`config.mk`:
```
export PLATFORM = sky130hd
export DESIGN_NAME = lsq_queue
export DESIGN_NICKNAME = d
export VERILOG_FILES = /design/src/lsq_pkg.sv /design/src/lsq_fifo.sv /design/src/lsq_req_format.sv /design/src/lsq_rsp_format.sv /design/src/lsq_queue.sv
export SDC_FILE = /design/constraint.sdc
export NUM_CORES = 1
export LEC_CHECK = 0
export ABC_AREA = 1
export BUFFER_PORTS_ARGS = -buffer_cell sky130_fd_sc_hd__buf_2
export CAP_MARGIN = 20
export CORE_MARGIN = 10
export CORE_UTILIZATION = 55
export DETAILED_ROUTE_END_ITERATION = 8
export GPL_TIMING_DRIVEN = 0
export HOLD_SLACK_MARGIN = 0.06
export PLACE_DENSITY = 0.76
export RECOVER_POWER = 100
export SYNTH_ARGS = -nofsm -noshare
export SYNTH_HDL_FRONTEND = slang
export SYNTH_SLANG_ARGS = --single-unit
```
`constraint.sdc`:
```
create_clock -name clk_i -period 6.8 [get_ports clk_i]
set_clock_uncertainty 0.05 [all_clocks]
set_input_delay 0.34 -clock clk_i [delete_from_list [all_inputs] [get_ports clk_i]]
set_output_delay 0.34 -clock clk_i [all_outputs]
set_load 0.05 [all_outputs]
```
`src/lsq_pkg.sv`:
```
/*
 * Load/store queue shared definitions
 * width, depth and funct3 constants
 * request, response, write-back and fault types
 */

package lsq_pkg;

    // ------------------
    // sizes
    // ------------------
    localparam int LSQ_XLEN       = 32;
    localparam int LSQ_DEPTH_LOG2 = 2;
    localparam int LSQ_REGD_W     = 5;
    localparam int LSQ_ALIGN_W    = 2;

    // ------------------
    // funct3 codes
    // ------------------
    // bits 1:0 carry the access size, bit 2 marks unsigned loads
    localparam logic [2:0] F3_LB  = 3'b000;
    localparam logic [2:0] F3_LH  = 3'b001;
    localparam logic [2:0] F3_LW  = 3'b010;
    localparam logic [2:0] F3_LBU = 3'b100;
    localparam logic [2:0] F3_LHU = 3'b101;

    // ------------------
    // request side
    // ------------------
    // load view of the payload word
    typedef struct packed {
        logic [LSQ_XLEN-LSQ_REGD_W-1:0] pad;
        logic [LSQ_REGD_W-1:0]          regd;
    } lsq_ldview_t;

    // payload is store data or the load destination
    typedef union packed {
        logic [LSQ_XLEN-1:0] sdata;
        lsq_ldview_t         ld;
    } lsq_payload_u;

    typedef struct packed {
        logic [1:0]            hpl;
        logic [2:0]            funct3;
        logic [LSQ_REGD_W-1:0] regd;
        logic [LSQ_XLEN-1:0]   rs2_data;
        logic [LSQ_XLEN-1:0]   addr;
    } lsq_exs_t;

    // one request fifo entry
    typedef struct packed {
        logic [LSQ_XLEN-1:0] addr;
        lsq_payload_u        payload;
        logic [2:0]          funct3;
        logic [1:0]          hpl;
        logic                is_store;
    } lsq_req_t;

    // per-load bookkeeping while the access is in flight
    typedef struct packed {
        logic [LSQ_ALIGN_W-1:0] align;
        logic [LSQ_REGD_W-1:0]  regd;
        logic [2:0]             funct3;
    } lsq_rsp_ctrl_t;

    // ------------------
    // data port
    // ------------------
    typedef struct packed {
        logic [1:0]          size;
        logic                write;
        logic [1:0]          hpl;
        logic [LSQ_XLEN-1:0] addr;
        logic [LSQ_XLEN-1:0] data;
    } lsq_dreq_t;

    typedef struct packed {
        logic                rerr;
        logic                werr;
        logic [LSQ_XLEN-1:0] data;
    } lsq_drsp_t;

    // ------------------
    // write-back and faults
    // ------------------
    typedef struct packed {
        logic [LSQ_REGD_W-1:0] addr;
        logic [LSQ_XLEN-1:0]   data;
    } lsq_wb_t;

    typedef struct packed {
        logic                laf;
        logic                saf;
        logic [LSQ_XLEN-1:0] rspdata;
    } lsq_fault_t;

    // fifo widths
    localparam int LSQ_REQ_W      = $bits(lsq_req_t);
    localparam int LSQ_RSP_CTRL_W = $bits(lsq_rsp_ctrl_t);

endpackage

```
`src/lsq_fifo.sv`:
```
/*
 * Synchronous FIFO, registered write, head read path
 * depth of 2^LSQ_DEPTH_LOG2 entries
 */

`timescale 1ns/100ps

module lsq_fifo #(
    parameter int WIDTH = 32
) (
    input  logic             clk_i,
    input  logic             rst_n_i,
    // write port
    input  logic             wr_i,
    input  logic [WIDTH-1:0] din_i,
    // read port
    input  logic             rd_i,
    output logic [WIDTH-1:0] dout_o,
    // status
    output logic             empty_o,
    output logic             full_o
);

    localparam int AW    = lsq_pkg::LSQ_DEPTH_LOG2;
    localparam int DEPTH = 1 << AW;

    // entry storage
    logic [WIDTH-1:0] mem [DEPTH];

    // pointers carry an extra wrap bit
    logic [AW:0] wr_ptr;
    logic [AW:0] rd_ptr;

    logic do_wr;
    logic do_rd;

    // ------------------
    // status
    // ------------------
    assign empty_o = (wr_ptr == rd_ptr);
    // same index, opposite wrap bit
    assign full_o  = (wr_ptr[AW] != rd_ptr[AW]) &&
                     (wr_ptr[AW-1:0] == rd_ptr[AW-1:0]);

    // ignore writes when full and reads when empty
    assign do_wr = wr_i & ~full_o;
    assign do_rd = rd_i & ~empty_o;

    // ------------------
    // pointers
    // ------------------
    always_ff @(posedge clk_i) begin
        if (!rst_n_i) begin
            wr_ptr <= '0;
            rd_ptr <= '0;
        end else begin
            if (do_wr) begin
                wr_ptr <= wr_ptr + 1'b1;
            end
            if (do_rd) begin
                rd_ptr <= rd_ptr + 1'b1;
            end
        end
    end

    // ------------------
    // storage
    // ------------------
    always_ff @(posedge clk_i) begin
        if (do_wr) begin
            mem[wr_ptr[AW-1:0]] <= din_i;
        end
    end

    // head entry straight from the registers
    assign dout_o = mem[rd_ptr[AW-1:0]];

endmodule

```
`src/lsq_req_format.sv`:
```
/*
 * Request formatter
 * store data replication and payload packing
 */

`timescale 1ns/100ps

module lsq_req_format (
    input  logic               lq_wr_i,
    input  logic               sq_wr_i,
    input  lsq_pkg::lsq_exs_t  exs_i,
    output logic               wr_o,
    output lsq_pkg::lsq_req_t  entry_o
);

    logic [lsq_pkg::LSQ_XLEN-1:0] sdata;

    assign wr_o = lq_wr_i | sq_wr_i;

    // byte and halfword stores are spread over the whole word
    always_comb begin
        case (exs_i.funct3)
            lsq_pkg::F3_LB: sdata = {4{exs_i.rs2_data[7:0]}};
            lsq_pkg::F3_LH: sdata = {2{exs_i.rs2_data[15:0]}};
            default:        sdata = exs_i.rs2_data;
        endcase
    end

    always_comb begin
        entry_o.addr     = exs_i.addr;
        entry_o.funct3   = exs_i.funct3;
        entry_o.hpl      = exs_i.hpl;
        entry_o.is_store = sq_wr_i;
        if (sq_wr_i) begin
            entry_o.payload.sdata = sdata;
        end else begin
            // loads only need the destination register
            entry_o.payload.ld.pad  = '0;
            entry_o.payload.ld.regd = exs_i.regd;
        end
    end

endmodule

```
`src/lsq_rsp_format.sv`:
```
/*
 * Response formatter
 * right-justifies load data by byte alignment
 * and sign- or zero-extends it by funct3
 */

`timescale 1ns/100ps

module lsq_rsp_format (
    input  lsq_pkg::lsq_rsp_ctrl_t        ctrl_i,
    input  logic [lsq_pkg::LSQ_XLEN-1:0]  data_i,
    output lsq_pkg::lsq_wb_t              wb_o
);

    localparam int XLEN = lsq_pkg::LSQ_XLEN;

    logic [XLEN-1:0] justified;
    logic [XLEN-1:0] extended;

    // ------------------
    // alignment
    // ------------------
    // shift by whole bytes, zeros come in from the top
    assign justified = data_i >> {ctrl_i.align, 3'b000};

    // ------------------
    // extension
    // ------------------
    always_comb begin
        case (ctrl_i.funct3)
            lsq_pkg::F3_LB: begin
                extended = {{(XLEN-8){justified[7]}}, justified[7:0]};
            end
            lsq_pkg::F3_LH: begin
                extended = {{(XLEN-16){justified[15]}}, justified[15:0]};
            end
            lsq_pkg::F3_LBU: begin
                extended = {{(XLEN-8){1'b0}}, justified[7:0]};
            end
            lsq_pkg::F3_LHU: begin
                extended = {{(XLEN-16){1'b0}}, justified[15:0]};
            end
            lsq_pkg::F3_LW: begin
                extended = justified;
            end
            default: begin
                // no wider loads on rv32, pass the word on
                extended = justified;
            end
        endcase
    end

    // ------------------
    // write-back word
    // ------------------
    always_comb begin
        wb_o.addr = ctrl_i.regd;
        wb_o.data = extended;
    end

endmodule

```
`src/lsq_queue.sv`:
```
/*
 * Load/store queue top level
 * request fifo, response control and data fifos,
 * request and response formatters, data port glue
 */

`timescale 1ns/100ps

module lsq_queue (
    input  logic                    clk_i,
    input  logic                    rst_n_i,
    // execution stage
    input  logic                    lq_wr_i,
    input  logic                    sq_wr_i,
    input  lsq_pkg::lsq_exs_t       exs_i,
    output logic                    exs_full_o,
    output logic                    exs_empty_o,
    // data port request
    output logic                    dreq_valid_o,
    input  logic                    dreq_ready_i,
    output lsq_pkg::lsq_dreq_t      dreq_o,
    // data port response
    input  logic                    drsp_valid_i,
    output logic                    drsp_ready_o,
    input  lsq_pkg::lsq_drsp_t      drsp_i,
    // write-back and imprecise faults
    output logic                    wb_valid_o,
    output lsq_pkg::lsq_wb_t        wb_o,
    output lsq_pkg::lsq_fault_t     fault_o
);

    // request path
    logic                         req_wr;
    lsq_pkg::lsq_req_t            req_entry;
    lsq_pkg::lsq_req_t            req_head;
    logic                         req_empty;
    logic                         dreq_xfer;
    // response control
    lsq_pkg::lsq_rsp_ctrl_t       ctrl_entry;
    lsq_pkg::lsq_rsp_ctrl_t       ctrl_head;
    logic                         ctrl_empty;
    logic                         ctrl_full;
    // response data
    logic                         data_wr;
    logic [lsq_pkg::LSQ_XLEN-1:0] data_entry;
    logic [lsq_pkg::LSQ_XLEN-1:0] data_head;
    logic                         data_empty;
    logic                         data_full;

    // ------------------
    // request path
    // ------------------
    lsq_req_format u_req_format (
        .lq_wr_i  (lq_wr_i),
        .sq_wr_i  (sq_wr_i),
        .exs_i    (exs_i),
        .wr_o     (req_wr),
        .entry_o  (req_entry)
    );

    lsq_fifo #(
        .WIDTH    (lsq_pkg::LSQ_REQ_W)
    ) u_req_fifo (
        .clk_i    (clk_i),
        .rst_n_i  (rst_n_i),
        .wr_i     (req_wr),
        .din_i    (req_entry),
        .rd_i     (dreq_xfer),
        .dout_o   (req_head),
        .empty_o  (req_empty),
        .full_o   (exs_full_o)
    );

    // hold the request back while there is no room to track a load
    assign dreq_valid_o = ~req_empty & ~ctrl_full;
    assign dreq_xfer    = dreq_valid_o & dreq_ready_i;

    always_comb begin
        dreq_o.size  = req_head.funct3[1:0];
        dreq_o.write = req_head.is_store;
        dreq_o.hpl   = req_head.hpl;
        dreq_o.addr  = req_head.addr;
        dreq_o.data  = req_head.payload.sdata;
    end

    assign exs_empty_o = req_empty & ctrl_empty;

    // ------------------
    // response control
    // ------------------
    always_comb begin
        ctrl_entry.align  = req_head.addr[lsq_pkg::LSQ_ALIGN_W-1:0];
        ctrl_entry.regd   = req_head.payload.ld.regd;
        ctrl_entry.funct3 = req_head.funct3;
    end

    // only loads get a response, so only loads are tracked
    lsq_fifo #(
        .WIDTH    (lsq_pkg::LSQ_RSP_CTRL_W)
    ) u_rsp_ctrl_fifo (
        .clk_i    (clk_i),
        .rst_n_i  (rst_n_i),
        .wr_i     (dreq_xfer & ~req_head.is_store),
        .din_i    (ctrl_entry),
        .rd_i     (wb_valid_o),
        .dout_o   (ctrl_head),
        .empty_o  (ctrl_empty),
        .full_o   (ctrl_full)
    );

    // ------------------
    // response data
    // ------------------
    // store errors never need data space
    assign drsp_ready_o = drsp_valid_i & (~data_full | drsp_i.werr);
    assign data_wr      = drsp_ready_o & ~drsp_i.werr;
    // failed load writes zero
    assign data_entry   = drsp_i.rerr ? '0 : drsp_i.data;

    lsq_fifo #(
        .WIDTH    (lsq_pkg::LSQ_XLEN)
    ) u_rsp_data_fifo (
        .clk_i    (clk_i),
        .rst_n_i  (rst_n_i),
        .wr_i     (data_wr),
        .din_i    (data_entry),
        .rd_i     (wb_valid_o),
        .dout_o   (data_head),
        .empty_o  (data_empty),
        .full_o   (data_full)
    );

    // ------------------
    // write-back
    // ------------------
    assign wb_valid_o = ~data_empty;

    lsq_rsp_format u_rsp_format (
        .ctrl_i   (ctrl_head),
        .data_i   (data_head),
        .wb_o     (wb_o)
    );

    // one pulse per erroring response
    always_comb begin
        fault_o.laf     = drsp_ready_o & drsp_i.rerr;
        fault_o.saf     = drsp_ready_o & drsp_i.werr;
        fault_o.rspdata = drsp_i.data;
    end

endmodule

```
# Word level (Yosys, flattened, before mapping)

Memories as Yosys holds them, arrays and structs flattened. A register that Yosys moved wholly into a read port is not among the register bits.
Cells that the tools add are included.

Output and inout bits: 145
Memories kept: 3
Register bits: 18
Bits in writable memories: 448
Input port bits: 114

Memory list:

| name                | words | width | read ports | clocked after Yosys merged registers in | write ports | RTL line       | text |
|---|---|---|---|---|---|---|---|
| u_req_fifo.mem      | 4     | 70    | 1          | 1                                       | 1           | lsq_fifo.sv:28 | `logic [WIDTH-1:0] mem [DEPTH];` |
| u_rsp_data_fifo.mem | 4     | 32    | 1          | 1                                       | 1           | lsq_fifo.sv:28 |  |
| u_rsp_ctrl_fifo.mem | 4     | 10    | 1          | 1                                       | 1           | lsq_fifo.sv:28 |  |

Reduce and logical (&&, ||, !) cells: 5
Bitwise operators: 23
Equal/unequal tests: 13
Shift-type cells: 1
Add/sub/neg operators: 6
Multiplexer cells: 16

Operators by type and width:

| cell                | count |
|---|---|
| $pmux 32 s4         | 1 |
| $mux 32             | 2 |
| $pmux 32 s2         | 1 |
| $shr 32x5->32       | 1 |
| $add 3x1->3 const B | 6 |
| $and 1x1->1         | 13 |
| $mux 2              | 6 |
| $eq 3x3->1          | 3 |
| $not 1->1           | 8 |
| $eq 2x2->1          | 3 |
| $eq 3x1->1 const B  | 2 |
| $eq 3x3->1 const B  | 2 |
| $logic_not 3->1     | 2 |
| $mux 1              | 6 |
| $logic_and 1x1->1   | 3 |
| $ne 1x1->1          | 3 |
| $or 1x1->1          | 2 |

# Depth between registers and ports, before layout

Gate-level depths: netlist of the first run.

Depth after elaboration: 9
Mapped depth: 12
Depth with buffers taken out: 10

# Hierarchy

Synthesis of the first run repeated with hierarchy kept, for this count alone.

Cells, all modules: 1738
Area total of the unflattened synthesis: 21130.3 µm²

By module, submodules not included:

| module                     | instances | seq. area each (µm²) | area an instance (µm²) | cells an instance |
|---|---|---|---|---|
| lsq_fifo (u_req_fifo)      | 1         | 8568.2               | 11427.2                | 750 |
| lsq_fifo (u_rsp_data_fifo) | 1         | 4003.8               | 5231.3                 | 384 |
| lsq_fifo (u_rsp_ctrl_fifo) | 1         | 1361.3               | 1971.9                 | 171 |
| lsq_rsp_format             | 1         | 0.0                  | 958.4                  | 163 |
| lsq_req_format             | 1         | 0.0                  | 950.9                  | 154 |
| lsq_queue                  | 1         | 0.0                  | 590.6                  | 116 |

# Least setup slack after synthesis of the first run

No wires, ideal clock.

Path type: input -> register
From: input port sq_wr_i
To: memory u_req_fifo.mem[0][0] in the netlist's numbering (enable)
Required time: 6.251 ns
Arrival: 3.782 ns
Setup time: 0.499 ns
Buffers on the path: 1
Slack: 2.469 ns
Stages on the path: 4
Cell sequence: clkbuf_1 -> or2_2 -> nand2_1 -> nor2_1

Longest elaborated chain between the ends: 4

RTL lines:

| what                         | RTL line             | text |
|---|---|---|
| start: declaration           | lsq_queue.sv:14      | `input logic sq_wr_i,` |
| $or 1x1->1                   | lsq_req_format.sv:18 | `assign wr_o = lq_wr_i \| sq_wr_i;` |
| $and 1x1->1                  | lsq_fifo.sv:46       | `assign do_wr = wr_i & ~full_o;` |
| $mux 1                       | lsq_fifo.sv:70       | `if (do_wr) begin` |
| $mux 1 (not written as such) | lsq_fifo.sv:71       | `mem[wr_ptr[AW-1:0]] <= din_i;` |
| end: declaration             | lsq_fifo.sv:28       |  |

Every way passes these cells.

# Worst setup path in the final report of the first run

From: input port sq_wr_i
To: memory u_req_fifo.mem[2][41] in the netlist's numbering (enable)

Same word-level chain as after synthesis.

==> results of run 1 <==
per-layer routing:
layer	GRT usage, %	up-vias
met5	0	-
met4	7.41	0
met3	4.09	111
met2	39.2	769
met1	28.6	7015
li1	-	6823
state kept, by name (all words and copies together) (netlist names), named ones only:
| name | flops |
|---|---|
| u_rsp_ctrl_fifo.mem | 40 |
| u_rsp_data_fifo.rd_ptr | 3 |
| u_rsp_ctrl_fifo.wr_ptr | 3 |
| u_rsp_data_fifo.mem | 128 |
| u_rsp_ctrl_fifo.rd_ptr | 3 |
| u_req_fifo.mem | 280 |
| u_req_fifo.wr_ptr | 3 |
| u_req_fifo.rd_ptr | 3 |
| u_rsp_data_fifo.wr_ptr | 3 |
worst register-to-register path, delay by kind of cell (launching register included):
| kind | cells | cell delay, ns |
|---|---|---|
| buffers and inverters | 3 | 1.66 |
| AND/OR/NAND/NOR | 5 | 2.26 |
| flip-flops | 1 | 0.39 |
cell usage after synthesis (all sizes together) (3+ instances only):
library cell	number	area (µm²)
edfxtp	448	13500
nor2	273	1040
o221ai	8	70.1
dfxtp	24	480
inv	100	375
xnor2	3	26.3
nand2	276	1090
o211ai	10	75.1
a21oi	25	125
nand4	6	43.8
clkbuf	54	204
o21ai	202	1020
o22ai	81	507
buf	140	1010
ha	15	188
nand3	95	583
power by group through the flow:
stage	Clock, mW	Sequential, mW	Combinational, mW
finish	2.48	3.53	4.42
global route	2.64	3.54	4.72
CTS	2.51	3.52	4.53
detailed placement	0	3.58	4.50
global placement	0	3.61	4.39
floorplan	0	3.57	3.34
metrics by stage:
stage	cells	TNS (ns)	hold WS (ns)	util [%]
2_1_floorplan	1772	0	0.389	-
3_3_place_gp	2497	-88.32	0.444	60.7
4_1_cts	2631	0	0.0983	66.7
3_5_place_dp	2510	0	0.453	61.7
5_1_grt	2633	0	0.111	65.5
6_report	2634	0	0.123	65.5
worst max path at each step:
stage	cells after the start	to
2_1_floorplan	4	u_req_fifo.mem[0][0]
3_3_place_gp	5	u_req_fifo.mem[3][55]
3_5_place_dp	8	dreq_o[33]
4_1_cts	8	dreq_o[32]
5_1_grt	8	u_req_fifo.mem[2][48]
6_report	8	u_req_fifo.mem[2][41]
kinds of logic (layout without fill, tap and decap cells):
kind of cell               after synthesis  count (layout)  synth area share [%]
adders and majority gates               15              15                 0.921
xor gates and xnor gates                 5               5                 0.215
buffers and inverters                  294             685                  7.78
DFF                                    472             472                  68.4
AOI/OAI and AO/OA                      329             329                  8.93
other                                    0               3                     0
and+or+nand+nor                        657             657                  13.7
final cells by class:
| cell class | instances | share of cell area, % |
|---|---|---|
| inverter | 100 | 1.57 |
| timing repair buffer | 310 | 6.58 |
| antenna | 3 | 0.0313 |
| multi-input combinational | 1006 | 20.2 |
| clock buffer | 57 | 4.98 |
| tap | 468 | 2.44 |
| sequential | 472 | 58.1 |
| buffer | 194 | 5.01 |
| clock inverter | 24 | 1.06 |
repair_timing:
item / in CTS / in global routing
gates resized for setup: 0 / 0
hold buffers: 40 / 0
hold endpoints to repair: 157 / 0
setup endpoints to repair: 0 / 0
==> results.json, run 1 <==
{
  "status": "finished, violations left",
  "violations": "capacitance limit, slew limit",
  "antenna_found_initial": 2,
  "cts_sinks": 472,
  "path_buf_inv": 5,
  "place_area_mm2": 0.0226,
  "drt-initial-drc-count": 1390,
  "power_switching_mw": 4.50,
  "dp_hpwl_um": 35200,
  "antenna_left": 0,
  "slowest_delay_ns": 1.77,
  "final_common_cell": "edfxtp_1",
  "worst_pin_slew_ns": 2.33,
  "crit_chain": "dlygate4sd3_1 > clkbuf_1 > clkbuf_1 > or2_2 > nand2_1 > nor2_1 > clkbuf_1 > buf_12",
  "ioPinCount": 259,
  "fin_total_pwr_mw": 10.4,
  "cts.clk_slew.worst_paths_ns": 0.06,
  "drtPass1Iterations": 5,
  "routedLengthMet1_um": 20300,
  "dpl_worst_slack_ns": 3.53,
  "max-cap-violations": 10,
  "syn_area_mm2": 0.0204,
  "worst-r2r-setup-slack_ns": 2.11,
  "regArea_mm2": 0.0139,
  "crit_type": "in -> reg",
  "wl_met2_um": 26400,
  "die_w_um": 212,
  "worstReg2RegEnd": "u_req_fifo.mem[2][41]",
  "critPathLaunchType": "primary input",
  "multi_input_area_mm2": 0.00484,
  "holdPathStages": 3,
  "cts_tree": "yes",
  "syn_inst": 1772,
  "synth.distinct_cells": 39,
  "initial_utilization_pct": 55.6,
  "num_rows": 70,
  "yosysWarningCount": 0,
  "switching_share_pct": 43.2,
  "die_h_um": 212,
  "via_per_inst": 5.59,
  "setup_viol": 0,
  "slew_viol_final": 258,
  "critPathCaptureType": "flip-flop",
  "final-hold-violation-count": 0,
  "period_share_pct": 75.5,
  "vias": 14700,
  "dieArea_mm2": 0.0451,
  "syn_avg_cell_area_um2": 11.5,
  "synth_edf_count": 448,
  "grt_overflow_total": 0,
  "drive_gt1_share_pct": 14.7,
  "grt_first_pass_wirelength_um": 81000,
  "wl_met3_um": 4670,
  "fill_cells": 2824,
  "cp.arrival_ns": 5.32,
  "hold_end": "u_rsp_data_fifo.mem[2][14]",
  "clock_latency_ns": 0.56,
  "ys_ff_latch": 472,
  "max_freq_mhz": 195,
  "gp_congestion": 0.902,
  "layout_common_cells": "edfxtp_1, nor2_1, clkbuf_1, nand2_1, o21ai_0",
  "top_layer": "met4",
  "slowest_stage": "nor2_1",
  "fin_crit_ns": 5.13,
  "seqPwrFrac_pct": 33.8,
  "area_growth_pct": 17.7,
  "syn-num-nets": 1901,
  "final_nets": 2259,
  "design_area_mm2": 0.0240,
  "rsz0062_at_grt": "false",
  "ir_drop_v": 0.000389,
  "cp.required_ns": 6.99,
  "power_leakage_nw": 9.12,
  "intPower_mw": 5.93,
  "synthArstFlopShare_pct": 0,
  "ys_seq_area_share_pct": 68.4,
  "grt_max_degree": 30,
  "reg2reg_depth": 8,
  "power_density_mw_per_mm2": 435,
  "routedWlPerCell_um": 20.1,
  "min_path_type": "in -> reg",
  "port_buffers": 257,
  "clkPwrFrac_pct": 23.8,
  "crit_start": "sq_wr_i",
  "worstReg2RegStart": "u_req_fifo.wr_ptr[0]",
  "route.detailed.drc": 0,
  "setup_ws_ns": 1.67,
  "cts_max_level": 2,
  "post_cts_buffers": 0,
  "grt_use_total_pct": 22.8,
  "combPwrFrac_pct": 42.4,
  "crit_family": "buffers and inverters",
  "core_area_mm2": 0.0366,
  "cts_buffers": 46,
  "root_buffer": "clkbuf_16",
  "routed_wl_um": 52800,
  "grt_pass1_vias": 14800,
  "relSlewSlack_pct": -55.8,
  "hp-start": "drsp_i[14]",
  "clockBufferDepth": 3,
  "cp_common_cell": "clkbuf_1",
  "ys.flop_type": "edfxtp_1",
  "path_max_fanout": 26
}
(Power assumes the default switching activity.)
==> inputs of run 2 (changes only) <==
CORE_UTILIZATION = 52   (was 55)
clock period = 4.72 ns   (was 6.8 ns; I/O delays follow)
==> run 2 against run 1 <==
  * The flow still finishes with violations (capacitance limit, slew limit)
  * Die area rose by 5.2%
  * Count of clock-buffer cells in the layout rose by 5
  * Via count rose by 0.44%
  * Largest power group unchanged
==> results.json, run 2 (synthesis gave the netlist of run 1 again) <==
{
  "area_growth_pct": 19.9,
  "hp-start": "exs_i[61]",
  "initial_utilization_pct": 52.7,
  "die_h_um": 218,
  "antenna_left": 0,
  "cts_sinks": 472,
  "relSlewSlack_pct": -34.1,
  "cts.clk_slew.worst_paths_ns": 0.06,
  "clock_latency_ns": 0.55,
  "ioPinCount": 259,
  "vias": 14800,
  "worstReg2RegEnd": "u_req_fifo.mem[2][45]",
  "cts_buffers": 47,
  "reg2reg_depth": 7,
  "num_rows": 72,
  "grt_use_total_pct": 21.2,
  "max-cap-violations": 7,
  "grt_pass1_vias": 14600,
  "die_w_um": 218,
  "violations": "capacitance limit, slew limit",
  "holdPathStages": 3,
  "crit_chain": "dlygate4sd3_1 > clkbuf_1 > clkbuf_1 > or2_2 > nand2_1 > nor2_4 > clkbuf_1",
  "dieArea_mm2": 0.0475,
  "gp_congestion": 0.903,
  "hold_end": "u_req_fifo.mem[1][35]",
  "worst-r2r-setup-slack_ns": 1.10,
  "grt_max_degree": 29,
  "antenna_found_initial": 2,
  "cp_common_cell": "clkbuf_1",
  "port_buffers": 257,
  "n_antenna_cell": 0,
  "power_leakage_nw": 9.32,
  "route.detailed.drc": 0,
  "dpl_worst_slack_ns": 1.62,
  "cp.required_ns": 4.80,
  "fin_util_pct": 63.2,
  "drtPass1Iterations": 5,
  "hold_ws_ns": 0.0761,
  "crit_type": "in -> reg",
  "critPathLaunchType": "primary input",
  "setup_ws_ns": 0.680,
  "critPathCaptureType": "flip-flop",
  "worst_pin_slew_ns": 2.00,
  "drive_gt1_share_pct": 15.0,
  "final-hold-violation-count": 0,
  "rsz0062_at_grt": "false",
  "dp_hpwl_um": 35400,
  "drt-initial-drc-count": 1349,
  "slowest_delay_ns": 1.42,
  "largest_register_ffs": 280,
  "cp.arrival_ns": 4.12,
  "power_density_mw_per_mm2": 619,
  "fin_crit_ns": 4.04,
  "ir_drop_v": 0.000509,
  "core_area_mm2": 0.0386,
  "clockBufferDepth": 3,
  "worstReg2RegStart": "u_req_fifo.wr_ptr[0]",
  "period_share_pct": 85.6,
  "post_cts_buffers": 0,
  "cts_tree": "yes",
  "routedWlPerCell_um": 19.3,
  "status": "finished, violations left",
  "layout_common_cells": "edfxtp_1, nor2_1, nand2_1, clkbuf_1, o21ai_0",
  "max_freq_mhz": 248,
  "grt_overflow_total": 0,
  "final_common_cell": "edfxtp_1",
  "path_buf_inv": 4,
  "cts_max_level": 2,
  "root_buffer": "clkbuf_16",
  "routed_wl_um": 52500,
  "path_max_fanout": 28,
  "slowest_stage": "clkbuf_1",
  "grt_first_pass_wirelength_um": 80500,
  "final_nets": 2291,
  "setup_viol": 0,
  "slew_viol_final": 151,
  "min_path_type": "in -> reg",
  "crit_family": "buffers and inverters",
  "via_per_inst": 5.44
}
-- run 2: cell types whose count changed in the layout (fill, tap and decap cells not counted), moves of 2 or more --
cell | before | now
buf_12 | 4 | 6
buf_2 | 97 | 104
clkbuf_1 | 260 | 254
clkbuf_16 | 46 | 49
clkinv_2 | 3 | 5
diode_2 | 3 | 0
dlygate4sd3_1 | 40 | 71
inv_8 | 0 | 2
-- run 2: area by class of cell --
| cell class | count | area [µm²] |
|---|---|---|
| sequential | 472 | 13900 |
| inverter | 100 | 375 |
| tap | 518 | 648 |
| clock inverter | 23 | 221 |
| buffer | 194 | 1200 |
| fill | 3007 | 14200 |
| clock buffer | 62 | 1270 |
| timing repair buffer | 341 | 1920 |
| multi-input combinational | 1006 | 4850 |
-- run 2: per-stage QoR --
step                      cell area [µm²]  power (mW)  std cells  setup TNS (ns)
final                               24400        15.1       2716               0
after detailed placement            22600        11.6       2560               0
after CTS                           24900        15.3       2716               0
after floorplan                     20400        9.97       1772               0
after global routing                24400        15.8       2716               0
after global placement              22300        11.5       2547         -647.74
-- run 2: worst max-delay path by stage --
stage | startpoint | to | depth (start not counted)
2_1_floorplan | u_req_fifo.wr_ptr[0] | u_req_fifo.mem[0][0] | 6
3_3_place_gp | sq_wr_i | u_req_fifo.mem[0][52] | 5
3_5_place_dp | flip-flop | dreq_o[33] | 8
4_1_cts | flip-flop | dreq_o[33] | 8
5_1_grt | flip-flop | dreq_o[32] | 8
6_report | sq_wr_i | u_req_fifo.mem[2][45] | 7
-- run 2: timing repair --
item | 4_1_cts | 5_1_grt
endpoints found under the hold margin | 268 | 0
resized for setup | 0 | 0
hold buffers | 71 | 0
-- run 2: metal layers --
metal	share of wire (%)	routed length (µm)	global-route usage, %	up-vias
li1	-	-	-	6889
met1	39	20500	26.1	7038
met2	49	25800	36.4	734
met3	8.9	4650	4.54	118
met4	2.9	1510	6.94	4
met5	0.051	27	0	-
-- run 2: worst register-to-register path: cells and delay by family (launching register included) --
family | cells | cell delay [ns]
buf+inv | 2 | 1.55
simple gates | 5 | 1.20
flops | 1 | 0.39
-- run 2: power breakdown --
| part | leakage, nW | internal (mW) | switching (mW) |
|---|---|---|---|
| registers | 4.36 | 4.97 | 0.106 |
| logic | 4.23 | 1.53 | 4.86 |
| clock network | 0.728 | 2.12 | 1.54 |
